==> config.mk <==
export PLATFORM = sky130hd
export DESIGN_NAME = operand_bypass
export DESIGN_NICKNAME = d
export VERILOG_FILES = /design/src/hdl/dual_issue_pkg.sv /design/src/hdl/operand_bypass.sv
export SDC_FILE = /design/constraint.sdc
export NUM_CORES = 1
export LEC_CHECK = 0
export ABC_CLOCK_PERIOD_IN_PS = 2100
export CORE_ASPECT_RATIO = 0.8
export CORE_MARGIN = 2
export CORE_UTILIZATION = 25
export DETAILED_ROUTE_END_ITERATION = 10
export DONT_BUFFER_PORTS = 1
export PLACE_DENSITY = 0.45
export SYNTH_ARGS = -nofsm -noshare
export SYNTH_HDL_FRONTEND = slang
export SYNTH_SLANG_ARGS = --single-unit
==> constraint.sdc <==
create_clock -name vclk -period 2.1
set_input_delay 0.315 -clock vclk [all_inputs]
set_output_delay 0.315 -clock vclk [all_outputs]
set_load 0.05 [all_outputs]
==> src/hdl/dual_issue_pkg.sv <==
package dual_issue_pkg;

    localparam int DATA_W     = 32;
    localparam int REG_ADDR_W = 5;
    localparam int ALU_OP_W   = 4;
    localparam int CREDIT_W   = 2;

    // Internal ALU operations
    localparam logic [ALU_OP_W-1:0] ALU_ADD  = 4'd0;
    localparam logic [ALU_OP_W-1:0] ALU_SUB  = 4'd1;
    localparam logic [ALU_OP_W-1:0] ALU_AND  = 4'd2;
    localparam logic [ALU_OP_W-1:0] ALU_OR   = 4'd3;
    localparam logic [ALU_OP_W-1:0] ALU_XOR  = 4'd4;
    localparam logic [ALU_OP_W-1:0] ALU_NOR  = 4'd5;
    localparam logic [ALU_OP_W-1:0] ALU_SLT  = 4'd6;
    localparam logic [ALU_OP_W-1:0] ALU_SLTU = 4'd7;
    localparam logic [ALU_OP_W-1:0] ALU_SLL  = 4'd8;
    localparam logic [ALU_OP_W-1:0] ALU_SRL  = 4'd9;
    localparam logic [ALU_OP_W-1:0] ALU_SRA  = 4'd10;
    localparam logic [ALU_OP_W-1:0] ALU_LUI  = 4'd11;

    // MIPS opcodes
    localparam logic [5:0] OP_SPECIAL = 6'h00;
    localparam logic [5:0] OP_ADDIU   = 6'h09;
    localparam logic [5:0] OP_SLTI    = 6'h0a;
    localparam logic [5:0] OP_ANDI    = 6'h0c;
    localparam logic [5:0] OP_ORI     = 6'h0d;
    localparam logic [5:0] OP_XORI    = 6'h0e;
    localparam logic [5:0] OP_LUI     = 6'h0f;

    // MIPS funct field of SPECIAL
    localparam logic [5:0] FN_SLL  = 6'h00;
    localparam logic [5:0] FN_SRL  = 6'h02;
    localparam logic [5:0] FN_SRA  = 6'h03;
    localparam logic [5:0] FN_ADDU = 6'h21;
    localparam logic [5:0] FN_SUBU = 6'h23;
    localparam logic [5:0] FN_AND  = 6'h24;
    localparam logic [5:0] FN_OR   = 6'h25;
    localparam logic [5:0] FN_XOR  = 6'h26;
    localparam logic [5:0] FN_NOR  = 6'h27;
    localparam logic [5:0] FN_SLT  = 6'h2a;
    localparam logic [5:0] FN_SLTU = 6'h2b;

    typedef union packed {
        struct packed {
            logic [5:0] opcode;
            logic [4:0] rs;
            logic [4:0] rt;
            logic [4:0] rd;
            logic [4:0] shamt;
            logic [5:0] funct;
        } r;
        struct packed {
            logic [5:0]  opcode;
            logic [4:0]  rs;
            logic [4:0]  rt;
            logic [15:0] imm16;
        } i;
    } inst_word_t;

endpackage

==> src/hdl/operand_bypass.sv <==
module operand_bypass (
    input  logic [dual_issue_pkg::REG_ADDR_W-1:0]  src_addr,
    input  logic [dual_issue_pkg::DATA_W-1:0]      rf_data,
    input  logic                                   ex_slave_wen,
    input  logic                                   ex_master_wen,
    input  logic                                   wb_slave_wen,
    input  logic                                   wb_master_wen,
    input  logic [dual_issue_pkg::REG_ADDR_W-1:0]  ex_slave_dest,
    input  logic [dual_issue_pkg::REG_ADDR_W-1:0]  ex_master_dest,
    input  logic [dual_issue_pkg::REG_ADDR_W-1:0]  wb_slave_dest,
    input  logic [dual_issue_pkg::REG_ADDR_W-1:0]  wb_master_dest,
    input  logic [dual_issue_pkg::DATA_W-1:0]      ex_slave_data,
    input  logic [dual_issue_pkg::DATA_W-1:0]      ex_master_data,
    input  logic [dual_issue_pkg::DATA_W-1:0]      wb_slave_data,
    input  logic [dual_issue_pkg::DATA_W-1:0]      wb_master_data,
    output logic [dual_issue_pkg::DATA_W-1:0]      value
);

    // Newest writer first; r0 always comes from the file
    always_comb begin
        if (src_addr == '0) begin
            value = rf_data;
        end else if (ex_slave_wen && ex_slave_dest == src_addr) begin
            value = ex_slave_data;
        end else if (ex_master_wen && ex_master_dest == src_addr) begin
            value = ex_master_data;
        end else if (wb_slave_wen && wb_slave_dest == src_addr) begin
            value = wb_slave_data;
        end else if (wb_master_wen && wb_master_dest == src_addr) begin
            value = wb_master_data;
        end else begin
            value = rf_data;
        end
    end

endmodule

; Word-level counts from Yosys, hierarchy flattened
; Cells that the tools add are included.
[totals]
ff_bits = 0
in_bits = 189
output_inout_bits = 32
word_cells = 14
[classes]
n_eq_ne = 4
muxes = 5
reduce_logical = 5
[ops]
columns = op, n
row1 = 32-bit two-way mux, 5
row2 = 5-bit == test, 4
row3 = 5-bit logical NOT, 1
row4 = 1-bit logical AND, 4

; Longest topological paths before layout
; Gate-level depths: netlist (run 1).
[depth]
word_depth = 7
ltp_mapped = 8
depth_no_buf = 5

; Worst setup path before layout (run 1)
; Ideal clock, no wire load.
[synth_path]
kind = input port to output port
start = input port src_addr[4] (netlist bit)
end = output port value[10] (netlist bit)
arrival_ps = 2605
required_time_ps = 1785
setup_slack_ps = -820
stages = 8
n_path_buf = 3
cell_sequence = buf_4 xor2_1 nor4_4 and2_1 buf_6 buf_12 a211oi_1 o32ai_1
[synth_between]
elab_chain_cells = 7
[synth_lines]
columns = item, line
row1 = from (decl), operand_bypass.sv:2  ; input logic [dual_issue_pkg::REG_ADDR_W-1:0] src_addr,
row2 = 5-bit == test, operand_bypass.sv:29  ; end else if (wb_master_wen && wb_master_dest == src_addr) begin
row3 = 1-bit logical AND, operand_bypass.sv:29
row4 = 32-bit two-way mux, operand_bypass.sv:29
row5 = 32-bit two-way mux, operand_bypass.sv:27  ; end else if (wb_slave_wen && wb_slave_dest == src_addr) begin
row6 = 32-bit two-way mux, operand_bypass.sv:25  ; end else if (ex_master_wen && ex_master_dest == src_addr) begin
row7 = 32-bit two-way mux, operand_bypass.sv:23  ; end else if (ex_slave_wen && ex_slave_dest == src_addr) begin
row8 = 32-bit two-way mux (*), operand_bypass.sv:21  ; if (src_addr == '0) begin
row9 = to (decl), operand_bypass.sv:16  ; output logic [dual_issue_pkg::DATA_W-1:0] value
; Every way passes the cells marked *; elsewhere a longest branch is shown, timed or not.

; Final worst setup path (run 1)
[layout_path]
start = input port src_addr[1] (netlist bit)
end = output port value[21] (netlist bit)
; The elaborated chain is that of the path after synthesis.

==> metrics.md, run 1 <==
| Metric | Value |
|---|---|
| Layout Cells excl Fill | `462` |
| I/O pin count | `221` |
| Met3 WL | `840 um` |
| Top post-synthesis cells by area | `a221oi_1 8.8%, o22ai_1 8.5%, o32ai_1 8.0%` |
| Crit path DAT | `1.92 ns` |
| DR top layer | `met4` |
| Logic gate share of total power | `100.0%` |
| # rows | `30` |
| Sequential fraction of the synthesis area | `0%` |
| Vias/cell | `6.039` |
| # diodes | `0` |
| Total track usage | `21.13%` |
| Syn Inst Count | `307` |
| Storage element area | `0 um2` |
| Most common cell in the netlist | `nor2_1` |
| Yosys top cell by area | `a221oi_1` |
| Antenna viol nets, final | `0` |
| Worst slew pin tran | `0.6193 ns` |
| Place WS | `-0.1912 ns` |
| Multi-input logic area | `3060 um2` |
| Seq cells | `0` |
| Post-synth design cell area | `2201 um2` |
| Met2 wire len | `5.995 mm` |
| Placed cells | `449` |
| DRC | `0` |
| Cell-internal power | `0.5297 mW` |
| Share of the cycle needed by the critical path after routing | `106.3%` |
| Synth Area in Compound Gates | `55.14%` |
| Die Y | `87.92 um` |
| F_max | `448.0 MHz` |
| Final GP Congestion | `0.7675` |
| Core area | `8521 um2` |
| Hold EP | `value[1]` |
| Worst hold path depth | `3` |
| Setup CP Type | `input port to output port` |
| Critical Path RT | `1.78 ns` |
| Final core occ | `53.13%` |
| Clock Power Share | `0%` |
| Initial DRT Pass Iterations | `5` |
| Power density cells | `238.4 nW/um2` |
| Ys Warns | `0` |
| Initial antenna violation count | `0` |
| Worst setup EP type | `output port` |
| Synth Area in Simple Gates | `19.50%` |
| Largest family of logic cells by synthesized area | `compound AO/OA/AOI/OAI gates` |
| Synth top area share | `8.755%` |
| Mapped Nets | `496` |
| Syn_area_per_cell | `7.169 um2` |
| Final setup vio count | `32` |
| TNS Setup | `-2.469 ns` |
| RSZ-0062 raised after global routing | `true` |
| Hold buffers post-CTS | `0` |
| Relative slew slack | `58.99%` |
| CP startpoint kind | `input port` |
| Vias in the first global route | `3126` |
| First-pass GRT wire length | `15.96 mm` |
| DP HPWL | `8.382 mm` |
| Worst hold slack | `0.9397 ns` |
| Crit path max fanout | `12` |
| Routed wire length | `11.18 mm` |
| NetSw | `0.5493 mW` |
| Initial core utilization | `25.83%` |
| Max-Cap Viols | `0` |
| Vias after detailed routing | `2790` |
| Top cells by count, synth | `35 x nor2_1, 31 x nor3_1, 30 x inv_1, 30 x o22ai_1, 22 x a221oi_1` |
| DRT iter0 DRCs | `75` |
| Share of layout cells above drive strength 1 | `65.43%` |
| Status | `finished, violations left` |
| Area grow syn2layout | `105.7%` |
| Nets | `541` |
| Min Clock Period, post-route | `2.232 ns` |
| Hold Vio Cnt, Final | `0` |
| Dpl cell area | `3914 um2` |
| Final non-filler cell area | `4527 um2` |
| Grt total ovfl | `0` |
| Post-Synth Adder-Cell Area | `0%` |
| Mux share of post-synthesis cell area | `0%` |
| Worst setup margin | `-0.1323 ns` |
| Max IR drop VDD | `0.1419 mV` |
| Reg power frac | `0%` |
| WL per Instance | `24.20 um` |
| Slew Viols, Final | `0` |
| DIE AREA | `9574 um2` |
| M1 WL | `4.306 mm` |
| Xor and xnor fraction of the mapped netlist area | `7.959%` |
| Die width | `108.9 um` |
| Total leakage power | `1.486 nW` |
| Port Buffers | `0` |
| Worst min path class | `input port to output port` |
| Filler cell count in the final layout | `754` |
| Min-Delay Startpoint | `rf_data[1]` |
| Pin count of the biggest net entering global routing | `33` |
| Failing checks | `setup timing` |
| CP startpoint | `src_addr[1]` |
| Net Sw Frac | `50.91%` |
| Total power | `1.079 mW` |
| Number of clock buffers in the layout | `0` |
| Distinct cells, synth | `32` |
==> what timing repair did <==
item | CTS | global route
setup buffers | 11 | 1
setup endpoints to repair | 32 | 32
resized for setup | 69 | 14
pin swaps | 9 | 3
cloned | 0 | 1
==> worst max-delay path, cell delays in order <==
cell and delay [ns]:
xor2_4 0.17, nor4_4 0.34, buf_4 0.19, and2_4 0.17, buf_12 0.16, buf_8 0.13
a221oi_4 0.08, o32ai_4 0.36
==> cells by family (layout without fill, tap and decap cells) <==
family	count (synthesis)	in the layout
and+or+nand+nor	85	85
buffers and inverters	71	114
AOI/OAI and AO/OA	131	131
xor gates and xnor gates	20	20
==> metal layers <==
metal / global-route usage [%] / vias up
li1: - / 1296
met1: 23.92 / 1348
met2: 42.86 / 144
met3: 3.571 / 2
met4: 1.282 / 0
met5: 0 / -
==> layout make-up <==
type	count	share of cell area [%]
inverter	30	2.488
timing repair buffer	84	26.81
tap	112	3.096
multi-input combinational	236	67.61
==> cell usage in the layout (no fill, tap or decap), types with 2 or more instances in the layout <==
cell / netlist / final
a211oi_2: 11 / 14
a221oi_2: 10 / 17
a221oi_1: 22 / 7
nor3_1: 31 / 16
nand3_1: 2 / 2
a221oi_4: 0 / 8
o311ai_1: 0 / 2
a21oi_2: 0 / 2
xor2_2: 0 / 5
nor4_4: 2 / 2
and2_2: 0 / 2
nor3_2: 0 / 14
buf_6: 6 / 8
inv_1: 30 / 30
o22ai_1: 30 / 3
a211oi_4: 0 / 17
o21a_1: 2 / 2
o32ai_4: 0 / 30
nand3b_1: 2 / 2
buf_4: 5 / 31
xor2_1: 8 / 2
o22ai_2: 0 / 26
nand2_1: 5 / 4
nor2_1: 35 / 35
xnor2_1: 12 / 12
buf_12: 2 / 41
buf_8: 1 / 3
and2_1: 5 / 2
==> power groups by stage <==
stage | Sequential (mW) | Clock (mW) | Combinational, mW
2_1_floorplan | 0 | 0 | 0.674
3_3_place_gp | 0 | 0 | 1.02
3_5_place_dp | 0 | 0 | 1.02
4_1_cts | 0 | 0 | 1.07
5_1_grt | 0 | 0 | 1.12
6_report | 0 | 0 | 1.08
==> worst max path at each step <==
stage                            to  slack (ns)  cells past startpoint
after floorplan            value[0]       -0.13                      8
after global placement    value[13]       -0.13                      8
after detailed placement  value[13]       -0.19                      8
after CTS                 value[10]       -0.13                      9
after global routing      value[10]       -0.18                      9
final                     value[21]       -0.13                      8
Power figures use the tool's default switching activity.
==> run 2, diff against run 1 <==
--- a/config.mk
+++ b/config.mk
@@ -15,3 +15,4 @@
 export SYNTH_ARGS = -nofsm -noshare
 export SYNTH_HDL_FRONTEND = slang
 export SYNTH_SLANG_ARGS = --single-unit
+export TNS_END_PERCENT = 10
==> metrics.md, run 2 (synthesized netlist as in run 1, its figures left out) <==
| Metric | Value |
|---|---|
| Slew Viols, Final | `0` |
| Number of clock buffers in the layout | `0` |
| Pin count of the biggest net entering global routing | `24` |
| First-pass GRT wire length | `15.74 mm` |
| GR Util met1 | `23.90%` |
| Die width | `108.9 um` |
| Vias in the first global route | `3063` |
| Layout Cells excl Fill | `454` |
| Worst setup margin | `-0.1041 ns` |
| Min-Delay Startpoint | `rf_data[16]` |
| # rows | `30` |
| Seq cells | `0` |
| Placed cells | `454` |
| Failing checks | `setup timing` |
| Share of the cycle needed by the critical path after routing | `105.0%` |
| Area grow syn2layout | `91.36%` |
| DRC | `0` |
| Hold Vio Cnt, Final | `0` |
| CP startpoint kind | `input port` |
| Final core occ | `49.43%` |
| Initial DRT Pass Iterations | `4` |
| Die Y | `87.92 um` |
| Worst slew pin tran | `0.3715 ns` |
| Worst setup EP type | `output port` |
| Routed wire length | `10.45 mm` |
| DP HPWL | `8.473 mm` |
| Max IR drop VDD | `0.1302 mV` |
| Final GP Congestion | `0.7666` |
| RSZ-0062 raised after global routing | `true` |
| Hold buffers post-CTS | `0` |
| Commonest non-fill, non-tap cell in the layout | `buf_12` |
| DIE AREA | `9574 um2` |
| Grt total ovfl | `0` |
| Status | `finished, violations left` |
| Power density cells | `253.9 nW/um2` |
| F_max | `453.7 MHz` |
| Hold EP | `value[16]` |
| Share of layout cells above drive strength 1 | `58.77%` |
| Total track usage | `20.60%` |
| Critical Path RT | `1.78 ns` |
| I/O pin count | `221` |
| Final non-filler cell area | `4212 um2` |
| Vias/cell | `6.247` |
| GRT met3 Usage | `4.762%` |
| Relative slew slack | `75.08%` |
| Dpl cell area | `3771 um2` |
| GRT Max-Usage Layer | `met2` |
| Worst hold path depth | `3` |
| Setup CP Type | `input port to output port` |
| Most frequent cells in the layout | `43 x buf_12, 35 x nor2_1, 30 x inv_1, 30 x o32ai_4, 29 x buf_4` |
| Antenna viol nets, final | `0` |
| Crit path max fanout | `17` |
| Grt met2 use | `39.24%` |
| Crit path DAT | `1.89 ns` |
| Port Buffers | `0` |
| Max-Cap Viols | `0` |
| Nets | `533` |
| Worst min path class | `input port to output port` |
| WL per Instance | `23.02 um` |
| Place WS | `-0.2180 ns` |
| Vias after detailed routing | `2836` |
| Initial antenna violation count | `0` |
| # diodes | `0` |
| Min Clock Period, post-route | `2.204 ns` |
| Initial core utilization | `25.83%` |
| DRT iter0 DRCs | `123` |
| Storage element area | `0 um2` |
| Total leakage power | `1.381 nW` |
| Core area | `8521 um2` |
| Final setup vio count | `30` |
| Total power | `1.069 mW` |
## run 2: changes by cell type in the layout (fill, tap and decap cells not counted), sizes merged
cell | before | now
buf | 83 | 76
clkbuf | 1 | 0
## run 2: per-layer routing
metal / wire length (um) / vias up / part of all wire (%)
li1: - / 1284 / -
met4: 88 / 0 / 0.84
met5: 0 / - / 0
met3: 978 / 6 / 9.4
met2: 5405 / 140 / 52
met1: 3977 / 1406 / 38
## run 2: worst max path at each step
stage / endpoint / slack (ns) / cells after the start / startpoint
after detailed placement: value[10] / -0.22 / 7 / src_addr[0]
after floorplan: value[0] / -0.13 / 8 / src_addr[1]
final: value[14] / -0.10 / 7 / src_addr[0]
after global routing: value[18] / -0.20 / 7 / src_addr[3]
after CTS: value[14] / -0.11 / 7 / src_addr[0]
after global placement: value[27] / -0.13 / 7 / src_addr[3]
## run 2: layout make-up
class	count	area (um2)
inverters	30	112.6
multi-input cells	236	2835
fillers	797	4309
well taps	112	140.1
repair buffers	76	1124
## run 2: what timing repair did
item	4_1_cts	5_1_grt
gates cloned	0	0
pin swaps	9	9
endpoints found under the setup margin	32	32
setup buffers	0	0
resized for setup	52	20
## run 2: report_power, final
part           internal [mW]  total, mW  leakage, nW  switching (mW)
Clock                      0          0            0               0
Combinational          0.532       1.07         1.38           0.537
Sequential                 0          0            0               0
## run 2: per-stage QoR
step	hold slack [ns]	setup TNS [ns]
final	0.9375	-1.778
after global routing	0.9591	-5.272
after CTS	0.9378	-2.223
after detailed placement	0.9371	-3.850
after global placement	0.9369	-2.653
after floorplan	0.8623	-3.146
## run 2: critical path, stage by stage
cell	delay, ns
xnor2_1	0.16
nand4_2	0.17
or2_2	0.38
buf_12	0.18
a211oi_1	0.38
o32ai_4	0.13
buf_12	0.17
==> run 3, diff against run 2 <==
--- a/config.mk
+++ b/config.mk
@@ -6,12 +6,11 @@
 export NUM_CORES = 1
 export LEC_CHECK = 0
 export ABC_CLOCK_PERIOD_IN_PS = 2100
-export CORE_ASPECT_RATIO = 0.8
-export CORE_MARGIN = 2
-export CORE_UTILIZATION = 25
+export CORE_AREA = 2 2 86 88
 export DETAILED_ROUTE_END_ITERATION = 10
+export DIE_AREA = 0 0 88 90
 export DONT_BUFFER_PORTS = 1
-export PLACE_DENSITY = 0.45
+export PLACE_DENSITY = 0.52
 export SYNTH_ARGS = -nofsm -noshare
 export SYNTH_HDL_FRONTEND = slang
 export SYNTH_SLANG_ARGS = --single-unit
==> metrics.md, run 3 (synthesized netlist as in run 1, its figures left out) <==
| Metric | Value |
|---|---|
| Status | `finished, violations left` |
| Failing checks | `setup timing` |
| Crit path DAT | `1.89 ns` |
| Die width | `88 um` |
| I/O pin count | `221` |
| Share of layout cells above drive strength 1 | `58.31%` |
| Worst path max stage delay | `0.40 ns` |
| Filler cell count in the final layout | `591` |
| Worst min path class | `input port to output port` |
| RSZ-0062 raised after global routing | `true` |
| Setup CP Type | `input port to output port` |
| Total track usage | `23.76%` |
| # diodes | `0` |
| Critical Path RT | `1.78 ns` |
| Commonest non-fill, non-tap cell in the layout | `buf_12` |
| Max-Cap Viols | `0` |
| Multi-input logic area | `2838 um2` |
| Seq cells | `0` |
| Initial DRT Pass Iterations | `4` |
| Crit-path most repeated cell | `buf_12` |
| Vias in the first global route | `3107` |
| Total leakage power | `1.366 nW` |
| Power density cells | `254.7 nW/um2` |
| DRT iter0 DRCs | `77` |
| Antenna viol nets, final | `0` |
| Grt total ovfl | `0` |
| Share of the cycle needed by the critical path after routing | `105.2%` |
| Hold Vio Cnt, Final | `0` |
| Vias/cell | `6.434` |
| Initial antenna violation count | `0` |
| # rows | `31` |
| Area grow syn2layout | `90.16%` |
| Worst setup EP type | `output port` |
| Final GP Congestion | `0.7908` |
| Pin count of the biggest net entering global routing | `33` |
| Most frequent cells in the layout | `42 x buf_12, 35 x nor2_1, 33 x buf_4` |
| Initial core utilization | `31.35%` |
| Final core occ | `59.61%` |
| Routed wire length | `10.10 mm` |
| Core area | `7020 um2` |
| Number of clock buffers in the layout | `0` |
| F_max | `452.6 MHz` |
| DIE AREA | `7920 um2` |
| Port Buffers | `0` |
| Post-CTS Setup Repair Bufs | `0` |
| Relative slew slack | `72.87%` |
| Final setup vio count | `30` |
| Crit path max fanout | `15` |
| Vias after detailed routing | `2844` |
| TNS Setup | `-2.260 ns` |
| Storage element area | `0 um2` |
| Worst path slowest cell | `nor4_4` |
| Crit path cell chain | `xor2_1 -> nor4_4 -> a211oi_4 -> buf_12 -> a221oi_2 -> o32ai_4 -> buf_12` |
| Worst setup margin | `-0.1096 ns` |
| DP HPWL | `7.870 mm` |
| First-pass GRT wire length | `15.48 mm` |
| Slew Viols, Final | `0` |
| WL per Instance | `22.86 um` |
| Min Clock Period, post-route | `2.210 ns` |
| CP startpoint kind | `input port` |
| Die Y | `90 um` |
| DRC | `0` |
| Nets | `534` |
| Hold buffers post-CTS | `0` |
| Max IR drop VDD | `0.1527 mV` |
| Worst slew pin tran | `0.4070 ns` |
-- run 3: cell count changes in the layout (fill, tap and decap cells not counted), sizes merged --
cell	before	now
buf	76	77
-- run 3: final timing paths --
path                       end  depth (start not counted)         from
worst max-delay path  value[4]                          7  src_addr[0]
worst min-delay path  value[2]                          3   rf_data[2]
-- run 3: power breakdown --
part | total, mW | switching (mW) | internal, mW
registers | 0 | 0 | 0
clock network | 0 | 0 | 0
logic | 1.07 | 0.534 | 0.532
-- run 3: stage by stage --
stage | worst slack (ns) | instance area [um2] | power (mW) | std cells | hold WS [ns]
after floorplan | -0.1318 | 2784 | 0.6463 | 307 | 0.8623
after global placement | -0.1461 | 3711 | 1.019 | 442 | 0.9397
after detailed placement | -0.1906 | 3711 | 1.028 | 442 | 0.9410
after CTS | -0.1046 | 3920 | 1.047 | 442 | 0.9410
after global routing | -0.1887 | 4185 | 1.114 | 442 | 0.9588
final | -0.1096 | 4185 | 1.066 | 442 | 0.9404
-- run 3: repair_timing --
item / 4_1_cts / 5_1_grt
pin swaps: 3 / 6
setup endpoints to repair: 32 / 32
resized for setup: 37 / 41
endpoints found under the hold margin: 0 / 0
-- run 3: layout make-up --
type	count	share of cell area, %
tap	99	2.960
timing repair buffer	77	26.55
inverter	30	2.691
multi-input combinational	236	67.80
-- run 3: worst max-delay path, delay by kind of cell --
| kind | cells | cell delay [ns] |
|---|---|---|
| AO/OA/AOI/OAI | 3 | 0.64 |
| XOR/XNOR | 1 | 0.17 |
| buffers and inverters | 2 | 0.36 |
| AND/OR/NAND/NOR | 1 | 0.40 |
-- run 3: layer usage --
| layer | up-vias | part of all wire (%) | wire length (um) | track usage, % |
|---|---|---|---|---|
| met5 | - | 0 | 0 | 0 |
| met2 | 154 | 56 | 5634 | 45.83 |
| li1 | 1287 | - | - | - |
| met4 | 0 | 0.67 | 68 | 2.308 |
| met1 | 1397 | 34 | 3484 | 26.98 |
| met3 | 6 | 9.1 | 915 | 4.775 |
